$ cat config.mk
export PLATFORM = sky130hd
export DESIGN_NAME = i3c_phy_integration_wrapper
export DESIGN_NICKNAME = d
export VERILOG_FILES = /design/src/hw/i3c_pkg.sv /design/src/hw/ahb_csr.sv /design/src/hw/i2c_byte_ctrl.sv /design/src/hw/i3c_phy.sv /design/src/hw/i3c_phy_integration_wrapper.sv
export SDC_FILE = /design/constraint.sdc
export NUM_CORES = 1
export LEC_CHECK = 0
export ABC_AREA = 1
export BUFFER_PORTS_ARGS = -buffer_cell sky130_fd_sc_hd__buf_4
export CORE_AREA = 8 8 112 114
export CTS_CLUSTER_SIZE = 8
export DETAILED_ROUTE_END_ITERATION = 10
export DIE_AREA = 0 0 120 122
export PLACE_DENSITY = 0.78
export SYNTH_ARGS = -nofsm -noshare
export SYNTH_HDL_FRONTEND = slang
export SYNTH_SLANG_ARGS = --single-unit
$ cat constraint.sdc
create_clock -name clk_i -period 6.61 [get_ports clk_i]
set_input_delay 1.6525 -clock clk_i [delete_from_list [all_inputs] [get_ports clk_i]]
set_output_delay 1.6525 -clock clk_i [all_outputs]
set_load 0.02 [all_outputs]
$ cat src/hw/i3c_pkg.sv
// shared types, controller states and register offsets; imported by the csr, controller and phy
`default_nettype none

package i3c_pkg;

  typedef logic [6:0]  addr7_t;   // 7-bit target address
  typedef logic [7:0]  data8_t;   // one byte on the bus
  typedef logic [15:0] clkdiv_t;  // clock cycles per scl quarter period, minus one

  // command word, hwdata[15:9] addr, [8] rnw, [7:0] wdata
  typedef struct packed {
    addr7_t addr;
    logic   rnw;
    data8_t wdata;
  } i2c_cmd_t;

  // status word, hrdata[9] busy, [8] nack, [7:0] rdata
  typedef struct packed {
    logic   busy;
    logic   nack;   // address byte was not acknowledged
    data8_t rdata;
  } i2c_status_t;

  // line levels or requested drive levels, 1 = released
  typedef struct packed {
    logic scl;
    logic sda;
  } pad_t;

  typedef enum logic [2:0] {
    ST_IDLE,
    ST_START,
    ST_ADDR,
    ST_ADDR_ACK,
    ST_DATA,
    ST_DATA_ACK,
    ST_STOP
  } ctrl_state_e;

  localparam int unsigned REG_CLKDIV = 32'h0;
  localparam int unsigned REG_CMD    = 32'h4;
  localparam int unsigned REG_STATUS = 32'h8;  // read only

endpackage

`default_nettype wire

$ cat src/hw/ahb_csr.sv
// AHB-Lite register file holding the clock divider, the command word and the controller status
`timescale 1ns/1ps
`default_nettype none

module ahb_csr #(
  parameter int unsigned AHB_DATA_WIDTH = 32,
  parameter int unsigned AHB_ADDR_WIDTH = 32
) (
  input  logic                        clk_i,
  input  logic                        reset_i,

  input  logic [AHB_ADDR_WIDTH-1:0]   haddr_i,
  input  logic [1:0]                  htrans_i,
  input  logic [2:0]                  hsize_i,     // single word transfers only
  input  logic [2:0]                  hburst_i,    // bursts not supported
  input  logic [3:0]                  hprot_i,
  input  logic                        hwrite_i,
  input  logic [AHB_DATA_WIDTH-1:0]   hwdata_i,
  input  logic [AHB_DATA_WIDTH/8-1:0] hwstrb_i,
  input  logic                        hsel_i,
  input  logic                        hready_i,
  output logic [AHB_DATA_WIDTH-1:0]   hrdata_o,
  output logic                        hreadyout_o,
  output logic                        hresp_o,

  output i3c_pkg::i2c_cmd_t           cmd_o,
  output logic                        cmd_valid_o,
  output i3c_pkg::clkdiv_t            clkdiv_o,
  input  i3c_pkg::i2c_status_t        status_i
);
  import i3c_pkg::*;

  logic                      addr_phase;
  logic                      mapped;
  logic                      dphase_q;    // data phase of a mapped transfer
  logic                      err1_q;      // first error cycle, wait state
  logic                      err2_q;      // second error cycle
  logic [AHB_ADDR_WIDTH-1:0] addr_q;
  logic                      write_q;
  logic                      cmd_valid_q;
  logic                      wr_clkdiv;
  logic                      wr_cmd;
  clkdiv_t                   clkdiv_q;
  i2c_cmd_t                  cmd_q;

  assign addr_phase = hsel_i && hready_i && htrans_i[1];
  assign mapped     = (haddr_i == AHB_ADDR_WIDTH'(REG_CLKDIV)) ||
                      (haddr_i == AHB_ADDR_WIDTH'(REG_CMD)) ||
                      (haddr_i == AHB_ADDR_WIDTH'(REG_STATUS));

  always_ff @(posedge clk_i) begin
    if (reset_i) begin
      dphase_q <= 1'b0;
      err1_q   <= 1'b0;
      err2_q   <= 1'b0;
    end else begin
      dphase_q <= addr_phase && mapped;
      err1_q   <= addr_phase && !mapped;
      err2_q   <= err1_q;
    end
  end

  // address phase capture
  always_ff @(posedge clk_i) begin
    if (addr_phase) begin
      addr_q  <= haddr_i;
      write_q <= hwrite_i;
    end
  end

  assign wr_clkdiv = dphase_q && write_q && (addr_q == AHB_ADDR_WIDTH'(REG_CLKDIV));
  // a pending pulse also blocks, busy only rises a cycle after it
  assign wr_cmd    = dphase_q && write_q && (addr_q == AHB_ADDR_WIDTH'(REG_CMD)) &&
                     !status_i.busy && !cmd_valid_q;

  always_ff @(posedge clk_i) begin
    if (reset_i) begin
      clkdiv_q    <= '0;
      cmd_valid_q <= 1'b0;
    end else begin
      if (wr_clkdiv && hwstrb_i[0]) clkdiv_q[7:0]  <= hwdata_i[7:0];
      if (wr_clkdiv && hwstrb_i[1]) clkdiv_q[15:8] <= hwdata_i[15:8];
      cmd_valid_q <= wr_cmd;  // one cycle after the data phase
    end
  end

  always_ff @(posedge clk_i) begin
    if (wr_cmd) cmd_q <= i2c_cmd_t'(hwdata_i[$bits(i2c_cmd_t)-1:0]);
  end

  // read data in the data phase, no wait states
  always_comb begin
    hrdata_o = '0;
    if (dphase_q && !write_q) begin
      case (addr_q)
        AHB_ADDR_WIDTH'(REG_CLKDIV): hrdata_o = AHB_DATA_WIDTH'(clkdiv_q);
        AHB_ADDR_WIDTH'(REG_CMD):    hrdata_o = AHB_DATA_WIDTH'(cmd_q);
        AHB_ADDR_WIDTH'(REG_STATUS): hrdata_o = AHB_DATA_WIDTH'(status_i);
        default:                     hrdata_o = '0;
      endcase
    end
  end

  assign hreadyout_o = !err1_q;
  assign hresp_o     = err1_q || err2_q;

  assign cmd_o       = cmd_q;
  assign cmd_valid_o = cmd_valid_q;
  assign clkdiv_o    = clkdiv_q;

endmodule

`default_nettype wire

$ cat src/hw/i2c_byte_ctrl.sv
// I2C master FSM; runs START, address byte, ack, one data byte, ack and STOP per command
`timescale 1ns/1ps
`default_nettype none

module i2c_byte_ctrl (
  input  logic                 clk_i,
  input  logic                 reset_i,
  input  i3c_pkg::i2c_cmd_t    cmd_i,
  input  logic                 cmd_valid_i,
  input  i3c_pkg::clkdiv_t     clkdiv_i,
  input  i3c_pkg::pad_t        line_i,      // synchronized bus levels
  output i3c_pkg::pad_t        drive_o,     // 0 pulls the line low
  output i3c_pkg::i2c_status_t status_o
);
  import i3c_pkg::*;

  ctrl_state_e state_q;
  clkdiv_t     cnt_q;      // cycles within a quarter
  logic [1:0]  qtr_q;      // quarter within a bit cell
  logic [2:0]  bit_q;      // bits left in the byte
  logic        nack_q;
  data8_t      rdata_q;
  data8_t      shift_q;    // msb is on sda
  data8_t      wdata_q;
  logic        rnw_q;
  logic        tick;
  logic        sample;
  logic        bit_end;
  logic        scl_hi;

  assign tick    = (cnt_q == clkdiv_i);
  assign sample  = tick && (qtr_q == 2'd2);  // end of the high phase
  assign bit_end = tick && (qtr_q == 2'd3);

  // bit cell is low, high, high, low so sda only moves while scl is low
  assign scl_hi  = (qtr_q == 2'd1) || (qtr_q == 2'd2);

  always_ff @(posedge clk_i) begin
    if (reset_i) begin
      state_q <= ST_IDLE;
      cnt_q   <= '0;
      qtr_q   <= '0;
      bit_q   <= '0;
      nack_q  <= 1'b0;
      rdata_q <= '0;
    end else if (state_q == ST_IDLE) begin
      cnt_q <= '0;
      qtr_q <= '0;
      if (cmd_valid_i) begin
        state_q <= ST_START;
        nack_q  <= 1'b0;
        rdata_q <= '0;
      end
    end else begin
      cnt_q <= tick ? '0 : cnt_q + 1'b1;
      if (tick) qtr_q <= qtr_q + 1'b1;

      if (bit_end) begin
        case (state_q)
          ST_START: begin
            state_q <= ST_ADDR;
            bit_q   <= 3'd7;
          end
          ST_ADDR: begin
            if (bit_q == 3'd0) state_q <= ST_ADDR_ACK;
            else               bit_q   <= bit_q - 1'b1;
          end
          ST_ADDR_ACK: begin
            if (nack_q) begin
              state_q <= ST_STOP;  // skip the data byte
            end else begin
              state_q <= ST_DATA;
              bit_q   <= 3'd7;
            end
          end
          ST_DATA: begin
            if (bit_q == 3'd0) state_q <= ST_DATA_ACK;
            else               bit_q   <= bit_q - 1'b1;
          end
          ST_DATA_ACK: state_q <= ST_STOP;
          ST_STOP:     state_q <= ST_IDLE;
          default:     state_q <= ST_IDLE;
        endcase
      end

      if (sample && state_q == ST_ADDR_ACK) nack_q <= line_i.sda;
      if (sample && state_q == ST_DATA && rnw_q) rdata_q <= {rdata_q[6:0], line_i.sda};
    end
  end

  // byte payload
  always_ff @(posedge clk_i) begin
    if (state_q == ST_IDLE && cmd_valid_i) begin
      shift_q <= {cmd_i.addr, cmd_i.rnw};
      rnw_q   <= cmd_i.rnw;
      wdata_q <= cmd_i.wdata;
    end else if (bit_end && state_q == ST_ADDR_ACK) begin
      shift_q <= rnw_q ? 8'hff : wdata_q;  // all ones releases sda on a read
    end else if (bit_end && (state_q == ST_ADDR || state_q == ST_DATA)) begin
      shift_q <= {shift_q[6:0], 1'b1};
    end
  end

  always_comb begin
    drive_o.scl = 1'b1;
    drive_o.sda = 1'b1;
    case (state_q)
      ST_START: begin
        drive_o.scl = (qtr_q != 2'd3);
        drive_o.sda = (qtr_q == 2'd0);  // sda falls with scl high
      end
      ST_ADDR, ST_DATA: begin
        drive_o.scl = scl_hi;
        drive_o.sda = shift_q[7];
      end
      ST_ADDR_ACK, ST_DATA_ACK: begin
        drive_o.scl = scl_hi;           // sda released, read ends with nack
      end
      ST_STOP: begin
        drive_o.scl = (qtr_q != 2'd0);
        drive_o.sda = qtr_q[1];         // sda rises with scl high
      end
      default: begin
        drive_o.scl = 1'b1;
        drive_o.sda = 1'b1;
      end
    endcase
  end

  assign status_o.busy  = (state_q != ST_IDLE);
  assign status_o.nack  = nack_q;
  assign status_o.rdata = rdata_q;

endmodule

`default_nettype wire

$ cat src/hw/i3c_phy.sv
// pad interface: synchronizes scl/sda inputs and turns requested levels into open-drain enables
`timescale 1ns/1ps
`default_nettype none

module i3c_phy (
  input  logic          clk_i,
  input  logic          reset_i,
  input  logic          scl_i,
  input  logic          sda_i,
  input  i3c_pkg::pad_t drive_i,
  output i3c_pkg::pad_t line_o,
  output logic          scl_o,
  output logic          scl_en_o,
  output logic          sda_o,
  output logic          sda_en_o
);
  import i3c_pkg::*;

  pad_t sync1_q;
  pad_t sync2_q;
  logic scl_en_q;
  logic sda_en_q;

  always_ff @(posedge clk_i) begin
    if (reset_i) begin
      sync1_q  <= '1;   // idle bus reads high
      sync2_q  <= '1;
      scl_en_q <= 1'b0;
      sda_en_q <= 1'b0;
    end else begin
      sync1_q.scl <= scl_i;
      sync1_q.sda <= sda_i;
      sync2_q     <= sync1_q;
      scl_en_q    <= !drive_i.scl;  // enable only to pull low
      sda_en_q    <= !drive_i.sda;
    end
  end

  assign line_o   = sync2_q;
  assign scl_o    = 1'b0;
  assign sda_o    = 1'b0;
  assign scl_en_o = scl_en_q;
  assign sda_en_o = sda_en_q;

endmodule

`default_nettype wire

$ cat src/hw/i3c_phy_integration_wrapper.sv
// top level: connects the AHB registers, the I2C controller and the phy, and mirrors idle pads
`timescale 1ns/1ps
`default_nettype none

module i3c_phy_integration_wrapper #(
  parameter int unsigned AHB_DATA_WIDTH = 32,
  parameter int unsigned AHB_ADDR_WIDTH = 32
) (
  input  logic                        clk_i,
  input  logic                        reset_i,

  input  logic                        i3c_scl_i,
  output logic                        i3c_scl_o,
  output logic                        i3c_scl_en_o,
  input  logic                        i3c_sda_i,
  output logic                        i3c_sda_o,
  output logic                        i3c_sda_en_o,

  // AHB-Lite slave
  input  logic [AHB_ADDR_WIDTH-1:0]   haddr_i,
  input  logic [1:0]                  htrans_i,
  input  logic [2:0]                  hsize_i,
  input  logic [2:0]                  hburst_i,
  input  logic [3:0]                  hprot_i,
  input  logic                        hwrite_i,
  input  logic [AHB_DATA_WIDTH-1:0]   hwdata_i,
  input  logic [AHB_DATA_WIDTH/8-1:0] hwstrb_i,
  input  logic                        hsel_i,
  input  logic                        hready_i,
  output logic [AHB_DATA_WIDTH-1:0]   hrdata_o,
  output logic                        hreadyout_o,
  output logic                        hresp_o
);
  import i3c_pkg::*;

  i2c_cmd_t    cmd;
  logic        cmd_valid;
  clkdiv_t     clkdiv;
  i2c_status_t status;
  pad_t        drive;
  pad_t        line;
  logic        scl_int;
  logic        sda_int;

  // pad outputs follow the pad inputs while not driven
  assign i3c_scl_o = i3c_scl_en_o ? scl_int : i3c_scl_i;
  assign i3c_sda_o = i3c_sda_en_o ? sda_int : i3c_sda_i;

  ahb_csr #(
    .AHB_DATA_WIDTH(AHB_DATA_WIDTH),
    .AHB_ADDR_WIDTH(AHB_ADDR_WIDTH)
  ) ahb_csr_inst (
    .clk_i      (clk_i),
    .reset_i    (reset_i),
    .haddr_i    (haddr_i),
    .htrans_i   (htrans_i),
    .hsize_i    (hsize_i),
    .hburst_i   (hburst_i),
    .hprot_i    (hprot_i),
    .hwrite_i   (hwrite_i),
    .hwdata_i   (hwdata_i),
    .hwstrb_i   (hwstrb_i),
    .hsel_i     (hsel_i),
    .hready_i   (hready_i),
    .hrdata_o   (hrdata_o),
    .hreadyout_o(hreadyout_o),
    .hresp_o    (hresp_o),
    .cmd_o      (cmd),
    .cmd_valid_o(cmd_valid),
    .clkdiv_o   (clkdiv),
    .status_i   (status)
  );

  i2c_byte_ctrl i2c_byte_ctrl_inst (
    .clk_i      (clk_i),
    .reset_i    (reset_i),
    .cmd_i      (cmd),
    .cmd_valid_i(cmd_valid),
    .clkdiv_i   (clkdiv),
    .line_i     (line),
    .drive_o    (drive),
    .status_o   (status)
  );

  i3c_phy i3c_phy_inst (
    .clk_i   (clk_i),
    .reset_i (reset_i),
    .scl_i   (i3c_scl_i),
    .sda_i   (i3c_sda_i),
    .drive_i (drive),
    .line_o  (line),
    .scl_o   (scl_int),
    .scl_en_o(i3c_scl_en_o),
    .sda_o   (sda_int),
    .sda_en_o(i3c_sda_en_o)
  );

endmodule

`default_nettype wire

=== Word level (Yosys, flattened, before mapping) ===
Cells that the tools add are included.

* Input port bits: 87
* Output and inout bits: 38
* Register bits after elaboration: 123

* Add/sub/neg operators: 3
* Equal/unequal tests: 20
* Reductions and logical operators: 52
* Muxes and demuxes: 26
* Bitwise operators: 1

{| class="wikitable"
|+ Operators by type and width
! operator !! count
|-
| equality test 32 x 3 -> 1 bit (second input constant) || 2
|-
| equality test 32 x 4 -> 1 bit (second input constant) || 2
|-
| zero test 32 bit || 2
|-
| two-way mux 8 bit || 7
|-
| case mux 16 bit (3 select lines) || 1
|-
| two-way mux 32 bit || 1
|-
| two-way mux 3 bit || 7
|-
| logical AND 1 bit || 20
|-
| adder 16 x 1 -> 16 bit (second input constant) || 1
|-
| equality test 16 bit || 1
|-
| case mux 3 bit (5 select lines) || 1
|-
| equality test 3 bit (second input constant) || 3
|-
| case mux 3 bit (3 select lines) || 1
|-
| nonzero test 3 bit || 3
|-
| inequality test 2 bit (second input constant) || 4
|-
| nonzero test 2 bit || 4
|-
| zero test 1 bit || 7
|-
| equality test 3 x 2 -> 1 bit (second input constant) || 2
|-
| zero test 3 bit || 2
|-
| case mux 1 bit (3 select lines) || 2
|-
| logical OR 1 bit || 5
|-
| two-way mux 1 bit || 5
|-
| AND reduction 5 bit || 1
|-
| equality test 2 bit (second input constant) || 2
|-
| 14 further kinds || 16
|}

=== Logic depth before layout (Yosys ltp) ===
* Word-level depth: 6
* Gate-level depth with buffers: 13
* Depth with buffers taken out: 13

=== Hierarchy ===
A second synthesis with hierarchy kept.

* Cells, all modules: 800
* Area total of the unflattened synthesis: 6,267.3 um2

{| class="wikitable"
|+ Modules (own cells, without submodules)
! module !! instances !! area each (um2) !! seq. area each (um2) !! cells each
|-
| ahb_csr || 1 || 3,305.7 || 1,871.8 || 380
|-
| i2c_byte_ctrl || 1 || 2,751.4 || 1,171.1 || 392
|-
| i3c_phy || 1 || 180.2 || 120.1 || 20
|-
| i3c_phy_integration_wrapper || 1 || 30.0 || 0.0 || 8
|}

=== Least setup slack after synthesis ===
No wires, ideal clock.

* Path kind: input port to output port
* Start point: input i3c_sda_i
* End point: output i3c_sda_o
* Path buffers: 0
* Stages: 2
* Setup slack: 2.995 ns
* Arrival time: 1.963 ns
* Path through: inv_1 -> nor2_1

* Word-level cells in the longest chain between the ends: 1

{| class="wikitable"
|+ RTL lines
! what !! line !! RTL
|-
| start, declared || i3c_phy_integration_wrapper.sv:15 || <nowiki>input logic i3c_sda_i,</nowiki>
|-
| two-way mux 1 bit || i3c_phy_integration_wrapper.sv:47 || <nowiki>assign i3c_sda_o = i3c_sda_en_o ? sda_int : i3c_sda_i;</nowiki>
|-
| end, declared || i3c_phy_integration_wrapper.sv:16 || <nowiki>output logic i3c_sda_o,</nowiki>
|}

No other way between the ends.

=== Final worst setup path ===
* Start point: register ahb_csr_inst.addr_q[21]
* End point: output hrdata_o[7]

* Word-level cells in the longest chain between the ends: 3

{| class="wikitable"
|+ RTL lines
! what !! line !! RTL
|-
| start, declared || ahb_csr.sv:38 || <nowiki>logic [AHB_ADDR_WIDTH-1:0] addr_q;</nowiki>
|-
| start signal, assigned || ahb_csr.sv:66 || <nowiki>addr_q <= haddr_i;</nowiki>
|-
| equality test 32 x 4 -> 1 bit, or another cell as far along || ahb_csr.sv:95 || <nowiki>case (addr_q)</nowiki>
|-
| case mux 16 bit (3 select lines) (*) || ahb_csr.sv:95 ||
|-
| two-way mux 32 bit (*) || ahb_csr.sv:94 || <nowiki>if (dphase_q && !write_q) begin</nowiki>
|-
| end, declared || i3c_phy_integration_wrapper.sv:30 || <nowiki>output logic [AHB_DATA_WIDTH-1:0] hrdata_o,</nowiki>
|}

Mark *: on every way between the ends. The rest lies on a longest branch, timed or not.

==> impl_metrics.ini <==
[timing]
max_freq_mhz = 216
slew_viol_final = 0
finalClockSkew_ps = 6.69
fin_crit_ps = 4620
timing.final.crit_share_pct = 69.9
maxSlewHeadroom_pct = 36.1
worst_slew_pin_slew_ps = 958
grt_setup_unrepaired = no
setup_viol = 0
tns_ps = 0
hold_viol_final = 0

[synthesis]
async_flop_share_pct = 0
ys_warn_count = 0
synth_edf_count = 66
ys_ff_latch = 123
ys_seq_area_share_pct = 55.0
syn_area_mm2 = 0.00568
synth_most_common_cell = nand2_1
synth_cells = 656
netlist-cell-type-count = 43
synthDominantCellAreaShare_pct = 34.9
yosys-top-cells-area = edfxtp_1 (35%), dfxtp_1 (20%), nand2_1 (11%)
synth.avg_cell_area_um2 = 8.66
synth-main-ff-cell = edfxtp_1
synth_common_cells = nand2_1 (161), nor2_1 (75), inv_1 (74)
yosysTopAreaCell = edfxtp_1

[clocking]
insertion_delay_ps = 520
postCtsHoldBufs = 0
cts_resized = 0
path_clk_slew_ps = 60
cts_made_buffers = 17
htreeDepth = 4
clock_path_buffers = 2
cts.sinks = 123
root_buffer = clkbuf_8
cts_tree = yes
cts_setup_buffers = 0

[grt]
overflow = 0
grt_max_degree = 35
grt_pass1_vias = 4462
grt_pass1_wl_mm = 20.6
grt_antenna_before_repair = 0
grtUsageTotal_pct = 17.9

[placement]
io_buffer_count = 79
dp_hpwl_mm = 9.70
post_dp_cell_area_mm2 = 0.00635
globalplace.congestion = 0.838

[routing]
vias_per_cell = 5.08
drt_iter0_markers = 336
drc = 0
ant_nets = 0
wl_per_cell_um = 14.6
vias = 4555
routed_wl_mm = 13.1
dr.pass1.iters = 5

[cells_and_area]
seqCellArea_mm2 = 0.00312
nets = 838
nFillCells = 856
fin_area_mm2 = 0.00694
final_layout_size_suffix_gt1_share_pct = 19.7
num_antenna_cells = 0
multiInputGateArea_mm2 = 0.00211
syn_to_final_growth_pct = 22.1

[power]
p_leak_nw = 2.89
power-per-cell-area_mw_per_mm2 = 280
ir_drop_mv = 0.191
power_mw = 1.94

[critical_path]
cp-end-kind = output port
critPathKind = flip-flop to output port
rr_worst_depth = 10
setup.worst_path.start = ahb_csr_inst.addr_q[21]
reg2reg_setup_slack_ps = 4200
r2r_start = ahb_csr_inst.addr_q[21]
path_max_fanout = 17
cp-endpoint = hrdata_o[7]
worstPathRequired_ps = 4960
cp.arrival_ps = 2970
crit_path_start_kind = flip-flop
r2r_end = ahb_csr_inst.cmd_o[15]

[floorplanning]
start_util_pct = 53.1
coreArea_mm2 = 0.0107
die_w_um = 120
io_pins = 125
fp.dieArea_mm2 = 0.0146
std_cell_rows = 38
die_h_um = 122

[status]
status = completed

[job]
max-cap-violations = 0

[hold_path]
hold_path.class = flip-flop to flip-flop
## critical path: stages, from the launching register on
cell and delay, ps:
edfxtp_1 360, nor2_1 130, nand2_1 60, nor2_1 110, nand2_1 100, inv_2 180, nand2_2 110, nor2_2 550
inv_2 100, nand2_1 100, nand2_2 130, inv_2 200, nand2_1 120, inv_1 70, buf_4 130
## power by group
part           internal [mW]  leakage, nW  total [mW]  switching, mW
Sequential             0.830         1.06       0.843         0.0135
Combinational         0.0738         1.55       0.203          0.129
Clock                  0.585        0.283       0.898          0.313
Total                   1.49         2.89        1.94          0.456
## logic make-up after synthesis
kind of cell | Yosys count | synth area share (%)
xor+xnor | 5 | 0.771
other cells | 1 | 0.0660
buf+inv | 115 | 8.98
compound gates | 85 | 8.61
simple gates | 320 | 25.1
flops | 123 | 55.0
fa+ha+maj | 7 | 1.54
## layout by cell type (no fill, tap or decap), types with 7 or more instances in the layout
cell type / n
inv_1: 74
nand3_1: 36
a21oi_1: 32
a22oi_1: 7
o21ai_0: 23
conb_1: 16
o22ai_1: 8
edfxtp_1: 66
nand2_1: 161
inv_2: 12
ha_1: 7
buf_4: 82
nor2_1: 75
nor3_1: 9
clkbuf_16: 16
dfxtp_1: 57
## layout make-up
type	instances	area share (%)
timing repair buffer	82	8.87
tap	140	2.53
inverter	87	4.74
sequential	123	45.0
clock buffer	26	7.18
multi-input combinational	433	30.4
clock inverter	6	1.23
## registers in the layout (all words and copies together) (netlist names), 2 cells and up
name	count
i2c_byte_ctrl_inst.qtr_q	2
i2c_byte_ctrl_inst.shift_q	8
i2c_byte_ctrl_inst.state_q	3
i2c_byte_ctrl_inst.bit_q	3
ahb_csr_inst.clkdiv_o	16
i2c_byte_ctrl_inst.rdata_q	8
i2c_byte_ctrl_inst.wdata_q	8
ahb_csr_inst.addr_q	32
ahb_csr_inst.cmd_o	16
i2c_byte_ctrl_inst.cnt_q	16
## metrics by stage
stage,hold slack [ps],utilization (%),std cells,setup slack [ps]
6_report,412,64.8,897,1990
5_1_grt,425,64.8,897,1710
4_1_cts,420,64.8,897,1980
3_5_place_dp,399,59.4,865,2530
3_3_place_gp,402,59.4,865,2570
2_1_floorplan,389,-,671,2990
## routing by layer
metal / up-vias / track usage (%) / share of wire (%)
li1: 2310 / - / -
met1: 2086 / 19.7 / 42
met2: 136 / 31.6 / 50
met3: 23 / 4.86 / 6.0
met4: 0 / 8.90 / 2.3
met5: - / 0 / 0
## worst min path at each step
stage | from | endpoint | slack [ps] | cells after the start
floorplan | i3c_phy_inst.sync1_q[0] | i3c_phy_inst.line_o[0] | 390 | 1
global placement | i3c_phy_inst.sync1_q[0] | i3c_phy_inst.line_o[0] | 400 | 1
detailed placement | i3c_phy_inst.sync1_q[0] | i3c_phy_inst.line_o[0] | 400 | 1
CTS | i3c_phy_inst.sync1_q[0] | i3c_phy_inst.line_o[0] | 420 | 1
global route | i3c_phy_inst.sync1_q[0] | i3c_phy_inst.line_o[0] | 430 | 1
finish | i3c_phy_inst.sync1_q[0] | i3c_phy_inst.line_o[0] | 410 | 1
Note: power is estimated with default switching activity, not from simulation.
